## config.mk

```make
export PLATFORM = sky130hd
export DESIGN_NAME = tx_top
export DESIGN_NICKNAME = d
export VERILOG_FILES = /design/src/iso_frame_pkg.sv /design/src/tx_signal_pkg.sv /design/src/crc_a.sv /design/src/serialiser.sv /design/src/bit_framer.sv /design/src/subcarrier_encoder.sv /design/src/tx_controller.sv /design/src/tx_top.sv
export SDC_FILE = /design/constraint.sdc
export NUM_CORES = 1
export LEC_CHECK = 0
export BUFFER_PORTS_ARGS = -buffer_cell sky130_fd_sc_hd__clkbuf_2
export CORE_ASPECT_RATIO = 0.7
export CORE_UTILIZATION = 52
export CTS_CLUSTER_DIAMETER = 100
export DETAILED_ROUTE_END_ITERATION = 8
export PLACE_DENSITY_LB_ADDON = 0.15
export RECOVER_POWER = 100
export SETUP_SLACK_MARGIN = 0.3
export SLEW_MARGIN = 20
export SYNTH_ARGS = -nofsm -noshare
export SYNTH_HDL_FRONTEND = slang
export SYNTH_SLANG_ARGS = --single-unit
```

## constraint.sdc

```tcl
create_clock -name clk -period 1.99 [get_ports clk]
set_clock_uncertainty 0.15 [all_clocks]
set_input_delay 0 -clock clk [delete_from_list [all_inputs] [get_ports clk]]
set_output_delay 0 -clock clk [all_outputs]
set_load 0.02 [all_outputs]
```

## src/iso_frame_pkg.sv

```systemverilog
package iso_frame_pkg;

    // one byte of a tag response
    typedef logic [7:0] byte_t;

    // bits still to send in a byte
    // also the first byte's length minus one
    typedef logic [2:0] bit_count_t;

    // CRC_A register width
    typedef logic [15:0] crc_t;

    // CRC_A start value
    localparam crc_t CRC_A_PRESET = 16'h6363;

    // x^16 + x^12 + x^5 + 1, bit reversed for lsb first shifting
    localparam crc_t CRC_A_POLY = 16'h8408;

    // transmit controller states
    typedef enum logic [2:0] {
        // waiting for a frame from the source
        CTRL_IDLE,
        // passing source bytes through
        CTRL_DATA,
        // crc low byte on the serialiser input
        CTRL_CRC_LO,
        // crc high byte on the serialiser input
        CTRL_CRC_HI,
        // no more data, waiting for the framer to close the frame
        CTRL_DRAIN
    } ctrl_state_t;

endpackage

```

## src/tx_signal_pkg.sv

```systemverilog
package tx_signal_pkg;

    // one elementary time unit, 128 carrier clocks
    localparam int ETU_CYCLES = 128;

    // manchester half bit
    localparam int HALF_ETU_CYCLES = 64;

    // fc/16 subcarrier, 8 clocks high then 8 low
    localparam int SUBCARRIER_HALF = 8;

    // position inside the current etu
    typedef logic [6:0] etu_count_t;

    // encoder phases
    typedef enum logic {
        // nothing latched, watching enc_active
        ENC_IDLE,
        // counting out an etu for the latched symbol
        ENC_BIT
    } enc_phase_t;

endpackage

```

## src/crc_a.sv

```systemverilog
`timescale 1ns/1ps

module crc_a (
    input  logic                 clk,
    input  logic                 rst_n,
    input  logic                 crc_init,
    input  logic                 crc_byte_en,
    input  iso_frame_pkg::byte_t crc_byte,
    output iso_frame_pkg::crc_t  crc_value
);

    import iso_frame_pkg::*;

    crc_t crc_next;

    // whole byte per clock, lsb first
    always_comb begin
        crc_next = crc_value ^ {8'h00, crc_byte};
        for (int i = 0; i < 8; i++) begin
            if (crc_next[0]) begin
                crc_next = (crc_next >> 1) ^ CRC_A_POLY;
            end else begin
                crc_next = crc_next >> 1;
            end
        end
    end

    // no final xor for CRC_A
    always_ff @(posedge clk or negedge rst_n) begin
        if (!rst_n) begin
            crc_value <= CRC_A_PRESET;
        end else if (crc_init) begin
            crc_value <= CRC_A_PRESET;
        end else if (crc_byte_en) begin
            crc_value <= crc_next;
        end
    end

endmodule

```

## src/serialiser.sv

```systemverilog
`timescale 1ns/1ps

module serialiser (
    input  logic                      clk,
    input  logic                      rst_n,
    // byte side
    input  iso_frame_pkg::byte_t      ser_data,
    input  logic                      ser_data_valid,
    input  iso_frame_pkg::bit_count_t src_bits,
    output logic                      ser_byte_req,
    // bit side
    input  logic                      ser_bit_req,
    output logic                      ser_bit,
    output logic                      ser_bit_valid
);

    import iso_frame_pkg::*;

    byte_t      cached_data;
    bit_count_t bit_count;
    logic       idle;

    // set between a byte request and the next bit request
    logic       cache_data;

    always_ff @(posedge clk or negedge rst_n) begin
        if (!rst_n) begin
            ser_byte_req <= 1'b0;
            idle         <= 1'b1;
            bit_count    <= '0;
            cache_data   <= 1'b0;
        end else begin
            ser_byte_req <= 1'b0;

            if (idle) begin
                // first byte of a frame
                if (ser_data_valid) begin
                    idle       <= 1'b0;
                    bit_count  <= src_bits;
                    cache_data <= 1'b0;
                end
            end else if (ser_bit_req) begin
                // new byte, if any, is now fixed
                cache_data <= 1'b0;

                if (bit_count == '0) begin
                    // last bit gone, need another byte
                    ser_byte_req <= 1'b1;
                    bit_count    <= 3'd7;
                    cache_data   <= 1'b1;
                end else begin
                    bit_count <= bit_count - 1'b1;
                end
            end else if (cache_data && !ser_data_valid) begin
                // upstream ran dry
                idle       <= 1'b1;
                cache_data <= 1'b0;
            end
        end
    end

    // payload shift register
    always_ff @(posedge clk) begin
        if (idle) begin
            if (ser_data_valid) begin
                cached_data <= ser_data;
            end
        end else if (ser_bit_req) begin
            if (bit_count != '0) begin
                cached_data <= {1'b0, cached_data[7:1]};
            end
        end else if (cache_data) begin
            // byte may arrive any time before the next bit request
            cached_data <= ser_data;
        end
    end

    assign ser_bit_valid = !idle;
    assign ser_bit       = cached_data[0];

endmodule

```

## src/bit_framer.sv

```systemverilog
`timescale 1ns/1ps

module bit_framer (
    input  logic                      clk,
    input  logic                      rst_n,
    // serialiser side
    input  logic                      ser_bit,
    input  logic                      ser_bit_valid,
    input  iso_frame_pkg::bit_count_t src_bits,
    output logic                      ser_bit_req,
    // encoder side
    input  logic                      enc_bit_req,
    output logic                      enc_bit,
    output logic                      enc_active,
    // controller
    output logic                      frame_end
);

    import iso_frame_pkg::*;

    typedef enum logic [1:0] {
        FR_IDLE,
        FR_SEND,
        // inactive symbol presented, not yet latched
        FR_EOF,
        // encoder is running the unmodulated etu
        FR_EOF_ETU
    } fr_state_t;

    fr_state_t  state;
    bit_count_t bits_left;

    // all bits of the current byte presented, parity is next
    logic       byte_done;

    // odd parity, starts at 1 and toggles on every one
    logic       parity;

    always_ff @(posedge clk or negedge rst_n) begin
        if (!rst_n) begin
            state       <= FR_IDLE;
            bits_left   <= '0;
            byte_done   <= 1'b0;
            parity      <= 1'b1;
            enc_bit     <= 1'b0;
            enc_active  <= 1'b0;
            ser_bit_req <= 1'b0;
            frame_end   <= 1'b0;
        end else begin
            ser_bit_req <= 1'b0;
            frame_end   <= 1'b0;

            case (state)
                FR_IDLE: begin
                    if (ser_bit_valid) begin
                        // start of communication, logic 1
                        state      <= FR_SEND;
                        enc_active <= 1'b1;
                        enc_bit    <= 1'b1;
                        bits_left  <= src_bits;
                        byte_done  <= 1'b0;
                        parity     <= 1'b1;
                    end
                end
                FR_SEND: begin
                    // encoder took the last symbol, present the next one
                    if (enc_bit_req) begin
                        if (byte_done) begin
                            enc_bit   <= parity;
                            byte_done <= 1'b0;
                            bits_left <= 3'd7;
                            parity    <= 1'b1;
                        end else if (ser_bit_valid) begin
                            enc_bit     <= ser_bit;
                            ser_bit_req <= 1'b1;
                            parity      <= parity ^ ser_bit;
                            if (bits_left == '0) begin
                                byte_done <= 1'b1;
                            end else begin
                                bits_left <= bits_left - 1'b1;
                            end
                        end else begin
                            // data ended, one quiet etu closes the frame
                            state      <= FR_EOF;
                            enc_active <= 1'b0;
                            enc_bit    <= 1'b0;
                        end
                    end
                end
                FR_EOF: begin
                    if (enc_bit_req) begin
                        state <= FR_EOF_ETU;
                    end
                end
                FR_EOF_ETU: begin
                    if (enc_bit_req) begin
                        state     <= FR_IDLE;
                        frame_end <= 1'b1;
                    end
                end
                default: begin
                    state <= FR_IDLE;
                end
            endcase
        end
    end

endmodule

```

## src/subcarrier_encoder.sv

```systemverilog
`timescale 1ns/1ps

module subcarrier_encoder (
    input  logic clk,
    input  logic rst_n,
    input  logic enc_bit,
    input  logic enc_active,
    output logic enc_bit_req,
    output logic lm_out
);

    import tx_signal_pkg::*;

    enc_phase_t phase;
    etu_count_t etu_count;

    // symbol for the running etu
    logic bit_q;
    logic active_q;

    logic etu_end;
    logic mod_half;
    logic sub_high;

    assign etu_end = (phase == ENC_BIT) && (etu_count == etu_count_t'(ETU_CYCLES - 1));

    // framer advances on the same cycle the symbol is latched
    assign enc_bit_req = ((phase == ENC_IDLE) && enc_active) || etu_end;

    // logic 1 loads the first half, logic 0 the second
    assign mod_half = bit_q ? (etu_count < HALF_ETU_CYCLES) : (etu_count >= HALF_ETU_CYCLES);

    // fc/16, high for the first 8 clocks of every 16
    assign sub_high = ((etu_count / SUBCARRIER_HALF) % 2) == 0;

    always_ff @(posedge clk or negedge rst_n) begin
        if (!rst_n) begin
            phase     <= ENC_IDLE;
            etu_count <= '0;
            bit_q     <= 1'b0;
            active_q  <= 1'b0;
            lm_out    <= 1'b0;
        end else begin
            case (phase)
                ENC_IDLE: begin
                    // counting starts with the first active cycle
                    if (enc_active) begin
                        phase     <= ENC_BIT;
                        etu_count <= '0;
                        bit_q     <= enc_bit;
                        active_q  <= 1'b1;
                    end
                end
                ENC_BIT: begin
                    if (etu_end) begin
                        etu_count <= '0;
                        bit_q     <= enc_bit;
                        active_q  <= enc_active;
                        // quiet etu just finished
                        if (!active_q) begin
                            phase <= ENC_IDLE;
                        end
                    end else begin
                        etu_count <= etu_count + 1'b1;
                    end
                end
                default: begin
                    phase <= ENC_IDLE;
                end
            endcase

            // registered so the modulator sees a clean level
            lm_out <= (phase == ENC_BIT) && active_q && mod_half && sub_high;
        end
    end

endmodule

```

## src/tx_controller.sv

```systemverilog
`timescale 1ns/1ps

module tx_controller (
    input  logic                 clk,
    input  logic                 rst_n,
    // frame source
    input  iso_frame_pkg::byte_t src_data,
    input  logic                 src_valid,
    input  logic                 append_crc,
    output logic                 src_req,
    // serialiser side
    output iso_frame_pkg::byte_t ser_data,
    output logic                 ser_data_valid,
    input  logic                 ser_byte_req,
    // crc register
    output logic                 crc_init,
    output logic                 crc_byte_en,
    output iso_frame_pkg::byte_t crc_byte,
    input  iso_frame_pkg::crc_t  crc_value,
    // framer
    input  logic                 frame_end,
    // status
    output logic                 tx_busy,
    output logic                 tx_done
);

    import iso_frame_pkg::*;

    ctrl_state_t state;

    // append_crc captured at frame start
    logic crc_en;

    always_ff @(posedge clk or negedge rst_n) begin
        if (!rst_n) begin
            state       <= CTRL_IDLE;
            crc_en      <= 1'b0;
            src_req     <= 1'b0;
            crc_init    <= 1'b0;
            crc_byte_en <= 1'b0;
            tx_done     <= 1'b0;
        end else begin
            // strobes, one cycle each
            src_req     <= 1'b0;
            crc_init    <= 1'b0;
            crc_byte_en <= 1'b0;
            tx_done     <= 1'b0;

            case (state)
                CTRL_IDLE: begin
                    if (src_valid) begin
                        state    <= CTRL_DATA;
                        crc_en   <= append_crc;
                        crc_init <= 1'b1;
                    end
                end
                CTRL_DATA: begin
                    if (ser_byte_req) begin
                        // byte on src_data is taken, fold it in and ask for more
                        src_req     <= 1'b1;
                        crc_byte_en <= 1'b1;
                    end else if (!src_valid) begin
                        // source has nothing more
                        state <= crc_en ? CTRL_CRC_LO : CTRL_DRAIN;
                    end
                end
                CTRL_CRC_LO: begin
                    if (ser_byte_req) begin
                        state <= CTRL_CRC_HI;
                    end
                end
                CTRL_CRC_HI: begin
                    if (ser_byte_req) begin
                        state <= CTRL_DRAIN;
                    end
                end
                CTRL_DRAIN: begin
                    // last bits are still on air
                    if (frame_end) begin
                        state   <= CTRL_IDLE;
                        tx_done <= 1'b1;
                    end
                end
                default: begin
                    state <= CTRL_IDLE;
                end
            endcase
        end
    end

    // source still holds the consumed byte when the request is seen
    always_ff @(posedge clk) begin
        if ((state == CTRL_DATA) && ser_byte_req) begin
            crc_byte <= src_data;
        end
    end

    // byte mux into the serialiser
    always_comb begin
        ser_data       = src_data;
        ser_data_valid = 1'b0;
        case (state)
            CTRL_DATA: begin
                if (src_valid) begin
                    ser_data_valid = 1'b1;
                end else if (crc_en) begin
                    // keep valid up while the state moves on to the crc
                    ser_data       = crc_value[7:0];
                    ser_data_valid = 1'b1;
                end
            end
            CTRL_CRC_LO: begin
                ser_data       = crc_value[7:0];
                ser_data_valid = 1'b1;
            end
            CTRL_CRC_HI: begin
                ser_data       = crc_value[15:8];
                ser_data_valid = 1'b1;
            end
            default: begin
                ser_data_valid = 1'b0;
            end
        endcase
    end

    assign tx_busy = (state != CTRL_IDLE);

endmodule

```

## src/tx_top.sv

```systemverilog
`timescale 1ns/1ps

module tx_top (
    input  logic                      clk,
    input  logic                      rst_n,
    // frame source
    input  iso_frame_pkg::byte_t      src_data,
    input  logic                      src_valid,
    input  iso_frame_pkg::bit_count_t src_bits,
    input  logic                      append_crc,
    output logic                      src_req,
    // status
    output logic                      tx_busy,
    output logic                      tx_done,
    // load modulation
    output logic                      lm_out
);

    import iso_frame_pkg::*;

    // controller to serialiser
    byte_t ser_data;
    logic  ser_data_valid;
    logic  ser_byte_req;

    // controller to crc
    logic  crc_init;
    logic  crc_byte_en;
    byte_t crc_byte;
    crc_t  crc_value;

    // serialiser to framer
    logic  ser_bit;
    logic  ser_bit_valid;
    logic  ser_bit_req;

    // framer to encoder
    logic  enc_bit;
    logic  enc_active;
    logic  enc_bit_req;
    logic  frame_end;

    tx_controller u_tx_controller (
        .clk            (clk),
        .rst_n          (rst_n),
        .src_data       (src_data),
        .src_valid      (src_valid),
        .append_crc     (append_crc),
        .src_req        (src_req),
        .ser_data       (ser_data),
        .ser_data_valid (ser_data_valid),
        .ser_byte_req   (ser_byte_req),
        .crc_init       (crc_init),
        .crc_byte_en    (crc_byte_en),
        .crc_byte       (crc_byte),
        .crc_value      (crc_value),
        .frame_end      (frame_end),
        .tx_busy        (tx_busy),
        .tx_done        (tx_done)
    );

    crc_a u_crc_a (
        .clk         (clk),
        .rst_n       (rst_n),
        .crc_init    (crc_init),
        .crc_byte_en (crc_byte_en),
        .crc_byte    (crc_byte),
        .crc_value   (crc_value)
    );

    serialiser u_serialiser (
        .clk            (clk),
        .rst_n          (rst_n),
        .ser_data       (ser_data),
        .ser_data_valid (ser_data_valid),
        .src_bits       (src_bits),
        .ser_byte_req   (ser_byte_req),
        .ser_bit_req    (ser_bit_req),
        .ser_bit        (ser_bit),
        .ser_bit_valid  (ser_bit_valid)
    );

    bit_framer u_bit_framer (
        .clk           (clk),
        .rst_n         (rst_n),
        .ser_bit       (ser_bit),
        .ser_bit_valid (ser_bit_valid),
        .src_bits      (src_bits),
        .ser_bit_req   (ser_bit_req),
        .enc_bit_req   (enc_bit_req),
        .enc_bit       (enc_bit),
        .enc_active    (enc_active),
        .frame_end     (frame_end)
    );

    subcarrier_encoder u_subcarrier_encoder (
        .clk         (clk),
        .rst_n       (rst_n),
        .enc_bit     (enc_bit),
        .enc_active  (enc_active),
        .enc_bit_req (enc_bit_req),
        .lm_out      (lm_out)
    );

endmodule

```

== Yosys cells after proc, flatten, opt, wreduce, memory -nomap -nowiden ==
Index checks and enable logic that the tools add are counted.

* Add/sub/neg operators: 3
* Magnitude comparators: 2
* Equal/unequal tests: 26
* Multiplexer cells: 102
* Bitwise gates (word level): 11
* Reduce and logical (&&, ||, !) cells: 33

{| class="wikitable"
|+ Operators by type and width
! operator !! count
|-
| $mux 16 || 10
|-
| $mux 8 || 7
|-
| $mux 1 || 48
|-
| $mux 3 || 16
|-
| $logic_not 32->1 || 1
|-
| $not 2->3 || 8
|-
| $pmux 8 s3 || 1
|-
| $ne 2x2->1 const B || 11
|-
| $pmux 1 s2 || 8
|-
| $xor 16x8->16 || 1
|-
| $pmux 3 s5 || 1
|-
| $mux 7 || 2
|-
| $pmux 7 s2 || 1
|-
| $mux 2 || 6
|-
| $reduce_and 6->1 || 2
|-
| $reduce_bool 3->1 || 4
|-
| $reduce_and 5->1 || 2
|-
| $logic_not 3->1 || 3
|-
| $ne 2x1->1 const B || 4
|-
| $pmux 2 s4 || 1
|-
| $reduce_and 2->1 || 4
|-
| $add 7x1->7 const B || 1
|-
| $eq 7x7->1 const B || 1
|-
| $ge 7x7->1 const B || 1
|-
| other kinds (20) || 33
|}

* Register bits: 67
* Input bits: 15
* Logic and storage cells: 202

== Logic depth before layout (Yosys ltp) ==
Gate-level depths: netlist (run 1).

* Depth after elaboration: 19
* Mapped depth: 7
* Depth with buffers taken out: 6

== By module ==
From an unflattened synthesis (run 1), not the netlist that was laid out.

* Cells, all modules: 326
* Area, all modules: 3866.2 um^2

{| class="wikitable"
|+ By module, submodules not included
! module !! times used !! cells each !! area an instance (um^2) !! sequential area each (um^2)
|-
| crc_a || 1 || 79 || 1013.5 || 410.4
|-
| tx_controller || 1 || 62 || 768.2 || 415.4
|-
| serialiser || 1 || 54 || 742.0 || 391.6
|-
| bit_framer || 1 || 70 || 723.2 || 276.5
|-
| subcarrier_encoder || 1 || 61 || 619.3 || 275.3
|}

== Worst setup path after synthesis (run 1) ==
Ideal clock, no wire load.

* Kind: reg2reg
* Start: register u_tx_controller.state[2]
* End: register u_tx_controller.crc_byte[0] (enable)
* Library setup time: 0.401 ns
* Arrival: 1.604 ns
* Setup slack: -0.164 ns
* Cell stages (with the launch flop): 3
* Path buffers: 1
* Period minus slack after synthesis: 2.154 ns
* Cell sequence: dfrtp_1 > clkbuf_1 > nor4b_1

* Word-level cells in the longest chain between the ends: 2

{| class="wikitable"
|+ Ends and longest elaborated chain
! element !! RTL line !! RTL
|-
| from (decl) || tx_controller.sv:29 || <nowiki>ctrl_state_t state;</nowiki>
|-
| from (signal assigned) || tx_controller.sv:64 || <nowiki>state <= crc_en ? CTRL_CRC_LO : CTRL_DRAIN;</nowiki>
|-
| $eq 3x1->1 || tx_controller.sv:93 || <nowiki>if ((state == CTRL_DATA) && ser_byte_req) begin</nowiki>
|-
| $logic_and 1x1->1 || tx_controller.sv:93 ||
|-
| to (signal assigned) || tx_controller.sv:94 || <nowiki>crc_byte <= src_data;</nowiki>
|-
| to (decl) || tx_controller.sv:18 || <nowiki>output iso_frame_pkg::byte_t crc_byte,</nowiki>
|}

No other way between the ends.
A chain may end at the register's enable or synchronous reset.

== Worst setup path after layout (run 1) ==
* Start: register u_tx_controller.state[1]
* End: register u_serialiser.cached_data[5], data pin

* Word-level cells in the longest chain between the ends: 5

{| class="wikitable"
|+ Ends and longest elaborated chain
! element !! RTL line !! RTL
|-
| $eq 3x2->1 or $eq 3x1->1 (tied branches) || tx_controller.sv:102 || <nowiki>case (state)</nowiki>
|-
| $pmux 8 s3 * || tx_controller.sv:102 ||
|-
| $mux 8 || serialiser.sv:72 || <nowiki>end else if (cache_data) begin</nowiki>
|-
| $mux 8 || serialiser.sv:68 || <nowiki>end else if (ser_bit_req) begin</nowiki>
|-
| $mux 8 * || serialiser.sv:64 || <nowiki>if (idle) begin</nowiki>
|-
| to (signal assigned) || serialiser.sv:66 || <nowiki>cached_data <= ser_data;</nowiki>
|-
| to (signal assigned) || serialiser.sv:70 || <nowiki>cached_data <= {1'b0, cached_data[7:1]};</nowiki>
|-
| to (signal assigned) || serialiser.sv:74 || <nowiki>cached_data <= ser_data;</nowiki>
|-
| to (decl) || serialiser.sv:19 || <nowiki>byte_t cached_data;</nowiki>
|}

Every way passes the cells marked *; elsewhere a longest branch is shown, timed or not. The select of a mux whose other input is x is not followed.

==> results of run 1 <==
-- worst paths after layout --
path                                                          to  slack [ns]
max                        u_serialiser.cached_data[5]$_DFFE_PP_        0.18
min                            u_crc_a.crc_value[15]$_DFFE_PN0P_        0.06
max reg2reg                u_serialiser.cached_data[5]$_DFFE_PP_        0.18
min reg2reg                 u_tx_controller.state[2]$_DFFE_PN0P_        0.33
max in group asynchronous            u_serialiser.idle$_DFF_PN1_        1.33
min in group clk           u_tx_controller.crc_byte[4]$_DFFE_PP_        0.26
-- per-stage QoR --
| stage | instances | total power [mW] | hold WS [ns] |
|---|---|---|---|
| floorplan | 342 | 2.13 | -0.446 |
| global placement | 451 | 2.34 | -0.130 |
| detailed placement | 451 | 2.37 | -0.131 |
| CTS | 484 | 3.40 | 0.0413 |
| global route | 489 | 3.61 | 0.120 |
| finish | 489 | 3.43 | 0.0587 |
-- worst max-delay path, stage by stage (launching register included) --
cell and delay, ns:
sky130_fd_sc_hd__dfrtp_1 0.39, sky130_fd_sc_hd__clkbuf_1 0.22, sky130_fd_sc_hd__nand4bb_1 0.24, sky130_fd_sc_hd__a21oi_1 0.22, sky130_fd_sc_hd__buf_4 0.20, sky130_fd_sc_hd__nand2_1 0.08
sky130_fd_sc_hd__a21oi_1 0.16
-- layout make-up --
cell class	instances	area, um2
clock buffer	11	141
tap	91	114
clock inverter	5	28.8
inverter	13	48.8
sequential	67	1770
fill	531	2120
timing repair buffer	56	398
multi-input combinational	246	1740
-- power by group through the flow --
stage	clock (mW)	combinational, mW	sequential, mW
2_1_floorplan	0	0.590	1.54
3_3_place_gp	0	0.737	1.61
3_5_place_dp	0	0.761	1.61
4_1_cts	1.02	0.794	1.59
5_1_grt	1.08	0.924	1.60
6_report	0.991	0.847	1.59
-- sequential cells by signal, summed over array words and instances (netlist names), 2 cells and up --
name and count:
u_crc_a.crc_value 16, u_serialiser.cached_data 8, u_serialiser.bit_count 3, u_tx_controller.state 3, u_bit_framer.state 2, u_subcarrier_encoder.etu_count 7, u_bit_framer.bits_left 3, u_tx_controller.crc_byte 8
-- cell usage after synthesis, types with 2 or more instances --
master	count
sky130_fd_sc_hd__mux2i_1	7
sky130_fd_sc_hd__o2bb2ai_1	3
sky130_fd_sc_hd__nand4_1	3
sky130_fd_sc_hd__a31oi_1	4
sky130_fd_sc_hd__a22oi_1	2
sky130_fd_sc_hd__or2_2	3
sky130_fd_sc_hd__nor2_1	34
sky130_fd_sc_hd__xor2_1	9
sky130_fd_sc_hd__nand2b_1	10
sky130_fd_sc_hd__and3_1	4
sky130_fd_sc_hd__o22ai_1	4
sky130_fd_sc_hd__dfstp_2	10
sky130_fd_sc_hd__nand3_1	3
sky130_fd_sc_hd__ha_1	10
sky130_fd_sc_hd__a211oi_1	4
sky130_fd_sc_hd__o21a_1	2
sky130_fd_sc_hd__inv_1	12
sky130_fd_sc_hd__a211o_1	2
sky130_fd_sc_hd__dfrtp_1	41
sky130_fd_sc_hd__a222oi_1	2
sky130_fd_sc_hd__o21ai_0	16
sky130_fd_sc_hd__nor2b_1	8
sky130_fd_sc_hd__buf_2	3
sky130_fd_sc_hd__mux2_2	2
sky130_fd_sc_hd__edfxtp_1	16
sky130_fd_sc_hd__xnor2_1	20
sky130_fd_sc_hd__clkbuf_1	11
sky130_fd_sc_hd__or2b_1	2
sky130_fd_sc_hd__o211ai_1	3
sky130_fd_sc_hd__a21o_1	2
sky130_fd_sc_hd__nand2_1	25
sky130_fd_sc_hd__a221oi_1	8
sky130_fd_sc_hd__nor3b_1	2
sky130_fd_sc_hd__a21oi_1	23
sky130_fd_sc_hd__nor3_1	10
-- metal layers --
layer / share of wire [%] / GRT usage (%)
met5: 0 / 0
met1: 52 / 37.7
met3: 5.2 / 6.23
met4: 0.73 / 6.12
met2: 42 / 30.6
-- what timing repair did --
item                       CTS  global route
pin swaps                    1             5
setup buffers                3             5
hold buffers                14             0
gates resized for setup     12            35
hold endpoints to repair    77             0
cloned                       0             0
setup endpoints to repair   32            42
-- kinds of logic (layout without fill, tap and decap cells) --
kind of cell | after synthesis | after routing | synth area share (%)
buf+inv | 29 | 85 | 3.32
mux | 9 | 9 | 2.65
xor+xnor | 29 | 29 | 7.26
compound gates | 85 | 85 | 16.4
flops | 67 | 67 | 50.6
simple gates | 113 | 113 | 16.2
fa+ha+maj | 10 | 10 | 3.58
==> results_dict.tcl, run 1 <==
set metrics [dict create \
    num_antenna_cells 0 \
    global_route_wire_length_before_repair_um 12600 \
    critPathArrivalTime_ns 1.85 \
    post-route-drc-count 0 \
    yosys.area.top_type "sky130_fd_sc_hd__dfrtp_1" \
    fp-row-count 24 \
    tritoncts "built" \
    via_per_inst 5.64 \
    drt-total-wl_um 7820 \
    placement.cell_area_um2 3790 \
    synth-edff-count 16 \
    i_o_buffers 18 \
    clkLatencyLatePin_ns 0.34 \
    reg2reg_depth 6 \
    synthTopCellsByArea "sky130_fd_sc_hd__dfrtp_1, sky130_fd_sc_hd__edfxtp_1, sky130_fd_sc_hd__dfstp_2" \
    setup_viol_count_final 0 \
    layout_commonest_cell "sky130_fd_sc_hd__dfrtp_1" \
    status "complete, no violations" \
    max_clock_freq_ghz 0.554 \
    p_sw_mw 1.10 \
    power.density_cell_area_nw_per_um2 808 \
    crit_start "u_tx_controller.state[1]$_DFFE_PN0P_" \
    end_kind "register" \
    postSynthCellCount 342 \
    die_w_um 100 \
    dr.pass1.iters 5 \
    floorplan.initialDensity_pct 55.0 \
    max-cap-violations 0 \
    clkPwrFrac_pct 28.9 \
    slew_headroom_pct 49.4 \
    clock_path_buffers 2 \
    timing.final.hold_violations 0 \
    first_iter_violations 228 \
    clockRootBuffer "sky130_fd_sc_hd__clkbuf_8" \
    layout.cells.most_common_list "sky130_fd_sc_hd__dfrtp_1, sky130_fd_sc_hd__nor2_1, sky130_fd_sc_hd__nand2_1" \
    ir_worst_vdd_uv 437 \
    intPower_mw 2.33 \
    core_region_area_um2 6370 \
    htree_num_levels 3 \
    synth_area_per_cell_um2 10.2 \
    count_of_synthesis_stage_warnings_from_yosys 0 \
    clkSinkCount 67 \
    ys_types 57 \
    power.switching_fraction_pct 32.0 \
    place_congestion 0.820 \
    synth_area_um2 3500 \
    dpl_worst_slack_ns -0.0838 \
    leakagePower_nw 1.70 \
    min-delay-path-class "in -> async" \
    track_usage_pct 23.4 \
    clkTransAtPathRegs_ns 0.07 \
    postSynthRegisterBits 67 \
    top_level_ports 19 \
    critPathKind "reg -> reg" \
    grt_setup_unrepaired "true" \
    period_minus_slack_ns 1.81 \
    synth_fp_nets 367 \
    final.setup.tns_ns 0 \
    cp.required_ns 2.03 \
    timing.final.max_slew_violations 0 \
    layout_worst_path_cycle_share_pct 90.8 \
    gr-total-overflow 0 \
    launching_element_type_of_the_critical_path "register" \
    post-route-util_pct 66.7 \
    post_route_cells_drive_above_1_share_pct 19.6 \
    power.sequential.fraction_pct 46.4 \
    die_h_um 70.6 \
    routedWlPerCell_um 16.0 \
    pin_count_of_the_biggest_net_entering_global_routing 52 \
    synth.yosys.seq_area_share_pct 50.6 \
    floorplan.die_area_um2 7070 \
    synth-main-ff-cell "sky130_fd_sc_hd__dfrtp_1" \
    hpwlAfterDp_um 5240 \
    area.growth.synth_to_final_pct 21.3 \
    antenna_left 0 \
    timing_worst_slew_pin_value_ns 0.757 \
    reg2reg_from "u_tx_controller.state[1]$_DFFE_PN0P_" \
    synth_async_sr_flop_share_pct 76.1 \
    postLayoutCellArea_um2 4240 \
    vias 2758 \
    critical_path_peak_fanout 8 \
    vias_in_the_first_global_route 2482 \
    comb_power_share_pct 24.7 \
    antenna_found_initial 0 \
    numCtsBuffers 9 \
    timing.final.ws_setup_ns 0.184 \
    post-synth-top-area-fraction_pct 29.3 \
    nNetsFinal 418 \
]
(Power assumes the default switching activity.)
==> run 2: changes to the inputs <==
--- a/config.mk
+++ b/config.mk
@@ -16,4 +16,5 @@
 export SLEW_MARGIN = 20
 export SYNTH_ARGS = -nofsm -noshare
 export SYNTH_HDL_FRONTEND = slang
+export SYNTH_HIERARCHICAL = 1
 export SYNTH_SLANG_ARGS = --single-unit
==> run 2 against run 1 <==
  * Die area grew 10%
  * Combinational power grew 15%
  * Power grew 8.1%
  * Non-clock buffer count grew 23
  * Register-to-register slack lost 0.03 ns
  * Synthesized cell count shrank 4.7%
  * Sequential share of layout area shrank 3.6 points
==> results_dict.tcl, run 2 <==
set metrics [dict create \
    nNetsFinal 426 \
    synth_area_um2 3870 \
    synth.cells.most_frequent "sky130_fd_sc_hd__dfrtp_1, sky130_fd_sc_hd__nor2_1, sky130_fd_sc_hd__nand2_1" \
    place_congestion 0.786 \
    clkLatencyLatePin_ns 0.35 \
    ff_to_ff_setup_slack_ns 0.16 \
    gr-total-overflow 0 \
    synthTopCellsByArea "sky130_fd_sc_hd__dfrtp_1, sky130_fd_sc_hd__edfxtp_1, sky130_fd_sc_hd__dfstp_2" \
    timing_worst_slew_pin_value_ns 0.685 \
    drt-total-wl_um 8470 \
    final.setup.tns_ns 0 \
    floorplan.die_area_um2 7790 \
    complex_gate_fraction_of_the_synthesized_area_pct 15.7 \
    critical_path_peak_fanout 8 \
    die_w_um 105 \
    dr.pass1.iters 4 \
    vias_in_the_first_global_route 2535 \
    pin_count_of_the_biggest_net_entering_global_routing 52 \
    ir_worst_vdd_uv 735 \
    antenna_left 0 \
    via_per_inst 5.65 \
    synthSimpleGateAreaFrac_pct 15.4 \
    numCtsBuffers 9 \
    post_route_cells_drive_above_1_share_pct 26.0 \
    synth.yosys.seq_area_share_pct 45.8 \
    clockRootBuffer "sky130_fd_sc_hd__clkbuf_8" \
    postSynthCellCount 326 \
    path_delay_family "compound AO/OA/AOI/OAI gates" \
    track_usage_pct 23.1 \
    critPathKind "reg -> reg" \
    vias 2831 \
    timing.critical_path.slowest_cell_delay_ns 0.42 \
    synth_area_per_cell_um2 11.9 \
    status "complete, no violations" \
    synth_top_family_by_area "compound AO/OA/AOI/OAI gates" \
    critPathBufInv 0 \
    total_power_mw 3.70 \
    path_depth 4 \
    period_minus_slack_ns 1.83 \
    power.density_cell_area_nw_per_um2 797 \
    reg.largest.list "u_crc_a/crc_value x16, u_serialiser/cached_data x8, u_tx_controller/crc_byte x8" \
    synth_async_sr_flop_share_pct 76.1 \
    synth-main-ff-cell "sky130_fd_sc_hd__dfrtp_1" \
    routedWlPerCell_um 16.9 \
    clkSinkCount 67 \
    regMostFlops "u_crc_a/crc_value" \
    most_numerous_cell_in_the_yosys_netlist "sky130_fd_sc_hd__dfrtp_1" \
    i_o_buffers 18 \
    crit_start "u_tx_controller/state[0]$_DFFE_PN0P_" \
    die_h_um 74.1 \
    post-synth-top-area-fraction_pct 26.5 \
    hpwlAfterDp_um 5410 \
    reg2reg_from "u_tx_controller/state[0]$_DFFE_PN0P_" \
    min-delay-path-class "in -> reg" \
    synth-edff-count 16 \
    reg2reg_depth 4 \
    layout_worst_path_cycle_share_pct 92.2 \
    global_route_wire_length_before_repair_um 13400 \
    area.growth.synth_to_final_pct 20.2 \
    setup_viol_count_final 0 \
    antenna_found_initial 0 \
    max-cap-violations 0 \
    postSynthRegisterBits 67 \
    synth_xor_area_share_pct 10.9 \
    worst_setup_path_endpoint "u_serialiser/cached_data[0]$_DFFE_PP_" \
    max_clock_freq_ghz 0.545 \
    critPathArrivalTime_ns 1.79 \
    largest_register_ff_count 16 \
    cp_slowest_cell "sky130_fd_sc_hd__dfrtp_2" \
    arithmetic_cell_share_of_the_synthesized_area_counting_full_adders_half_adders_and_majority_gates_pct 2.91 \
    timing.final.max_slew_violations 0 \
    fp-row-count 25 \
    leakagePower_nw 2.05 \
    top_level_ports 19 \
    tritoncts "built" \
    synth_fp_nets 350 \
    yosys.area.top_type "sky130_fd_sc_hd__dfrtp_1" \
    clock_path_buffers 2 \
    timing.final.hold_violations 0 \
    synth.mux.area_fraction_pct 4.89 \
    slew_headroom_pct 54.3 \
    cp.required_ns 1.94 \
    htree_num_levels 3 \
    count_of_synthesis_stage_warnings_from_yosys 6 \
    post-route-drc-count 0 \
    core_region_area_um2 6980 \
    ys_types 71 \
    launching_element_type_of_the_critical_path "register" \
    floorplan.initialDensity_pct 55.4 \
    num_antenna_cells 0 \
    end_kind "register" \
    grt_setup_unrepaired "true" \
    crit-reg2reg-capture "u_serialiser/cached_data[0]$_DFFE_PP_" \
    timing.critical_path.cells "and3b_1 > o21bai_4 > a221o_1 > mux2_1" \
    clkTransAtPathRegs_ns 0.08 \
    layout.cells.most_common_list "sky130_fd_sc_hd__dfrtp_1, sky130_fd_sc_hd__buf_4, sky130_fd_sc_hd__nor2_1" \
    first_iter_violations 124 \
    layout_commonest_cell "sky130_fd_sc_hd__dfrtp_1" \
]
==> run 2: logic make-up after synthesis <==
logic type / count (synthesis)
compound gates: 79
flops: 67
simple gates: 98
xor+xnor: 28
fa+ha+maj: 9
buf+inv: 30
mux: 15
==> run 2: cell type report <==
type / instances / area, um2
timing repair buffer: 79 / 554
inverter: 16 / 63.8
tap: 94 / 118
sequential: 67 / 1770
clock inverter: 7 / 76.3
multi-input combinational: 229 / 1940
clock buffer: 9 / 124
fill: 565 / 2330
==> run 2: layer usage <==
layer	track usage, %	share of wire, %
met1	36.2	51
met2	31.0	43
met3	6.31	5.7
met4	6.57	0.67
met5	0	0
==> run 2: worst min-delay path, stage by stage <==
cell,delay (ns)
sky130_fd_sc_hd__clkbuf_2,0.13
sky130_fd_sc_hd__and3b_1,0.23
sky130_fd_sc_hd__nor2_1,0.12
sky130_fd_sc_hd__a211oi_1,0.06
==> run 2: report_power, final <==
| group | internal, mW | leakage (nW) | switching (mW) |
|---|---|---|---|
| combinational | 0.481 | 1.22 | 0.490 |
| clock | 0.584 | 0.0958 | 0.568 |
| sequential | 1.51 | 0.737 | 0.0746 |
==> run 2: worst min path at each step <==
stage / startpoint / endpoint / slack (ns) / cells after the start
floorplan: rst_n / u_bit_framer/bits_left[0]$_DFFE_PN0P_ / -0.45 / 0
global placement: rst_n / u_subcarrier_encoder/etu_count[0]$_DFFE_PN0P_ / 0.02 / 2
detailed placement: rst_n / u_subcarrier_encoder/etu_count[0]$_DFFE_PN0P_ / 0.02 / 2
CTS: src_valid / u_tx_controller/state[1]$_DFFE_PN0P_ / 0.05 / 4
global route: src_valid / u_tx_controller/state[1]$_DFFE_PN0P_ / 0.1 / 4
finish: src_valid / u_tx_controller/state[1]$_DFFE_PN0P_ / 0.09 / 4
==> run 2: repair_timing <==
action / CTS / global route
endpoints found under the setup margin: 30 / 40
hold buffers: 15 / 0
endpoints found under the hold margin: 64 / 0
resized for setup: 11 / 18
setup buffers: 14 / 16
pin swaps: 14 / 13
==> run 2: per-stage QoR <==
stage | hold WS [ns] | std cells | cell area (um2) | setup WS [ns] | util, %
floorplan | -0.446 | 326 | 3910 | 0.211 | -
global placement | 0.0220 | 440 | 4120 | 0.0998 | 59.0
detailed placement | 0.0209 | 440 | 4120 | 0.0458 | 59.0
CTS | 0.0498 | 485 | 4620 | 0.183 | 66.2
global route | 0.0965 | 501 | 4650 | 0.0845 | 66.6
finish | 0.0947 | 501 | 4650 | 0.156 | 66.6
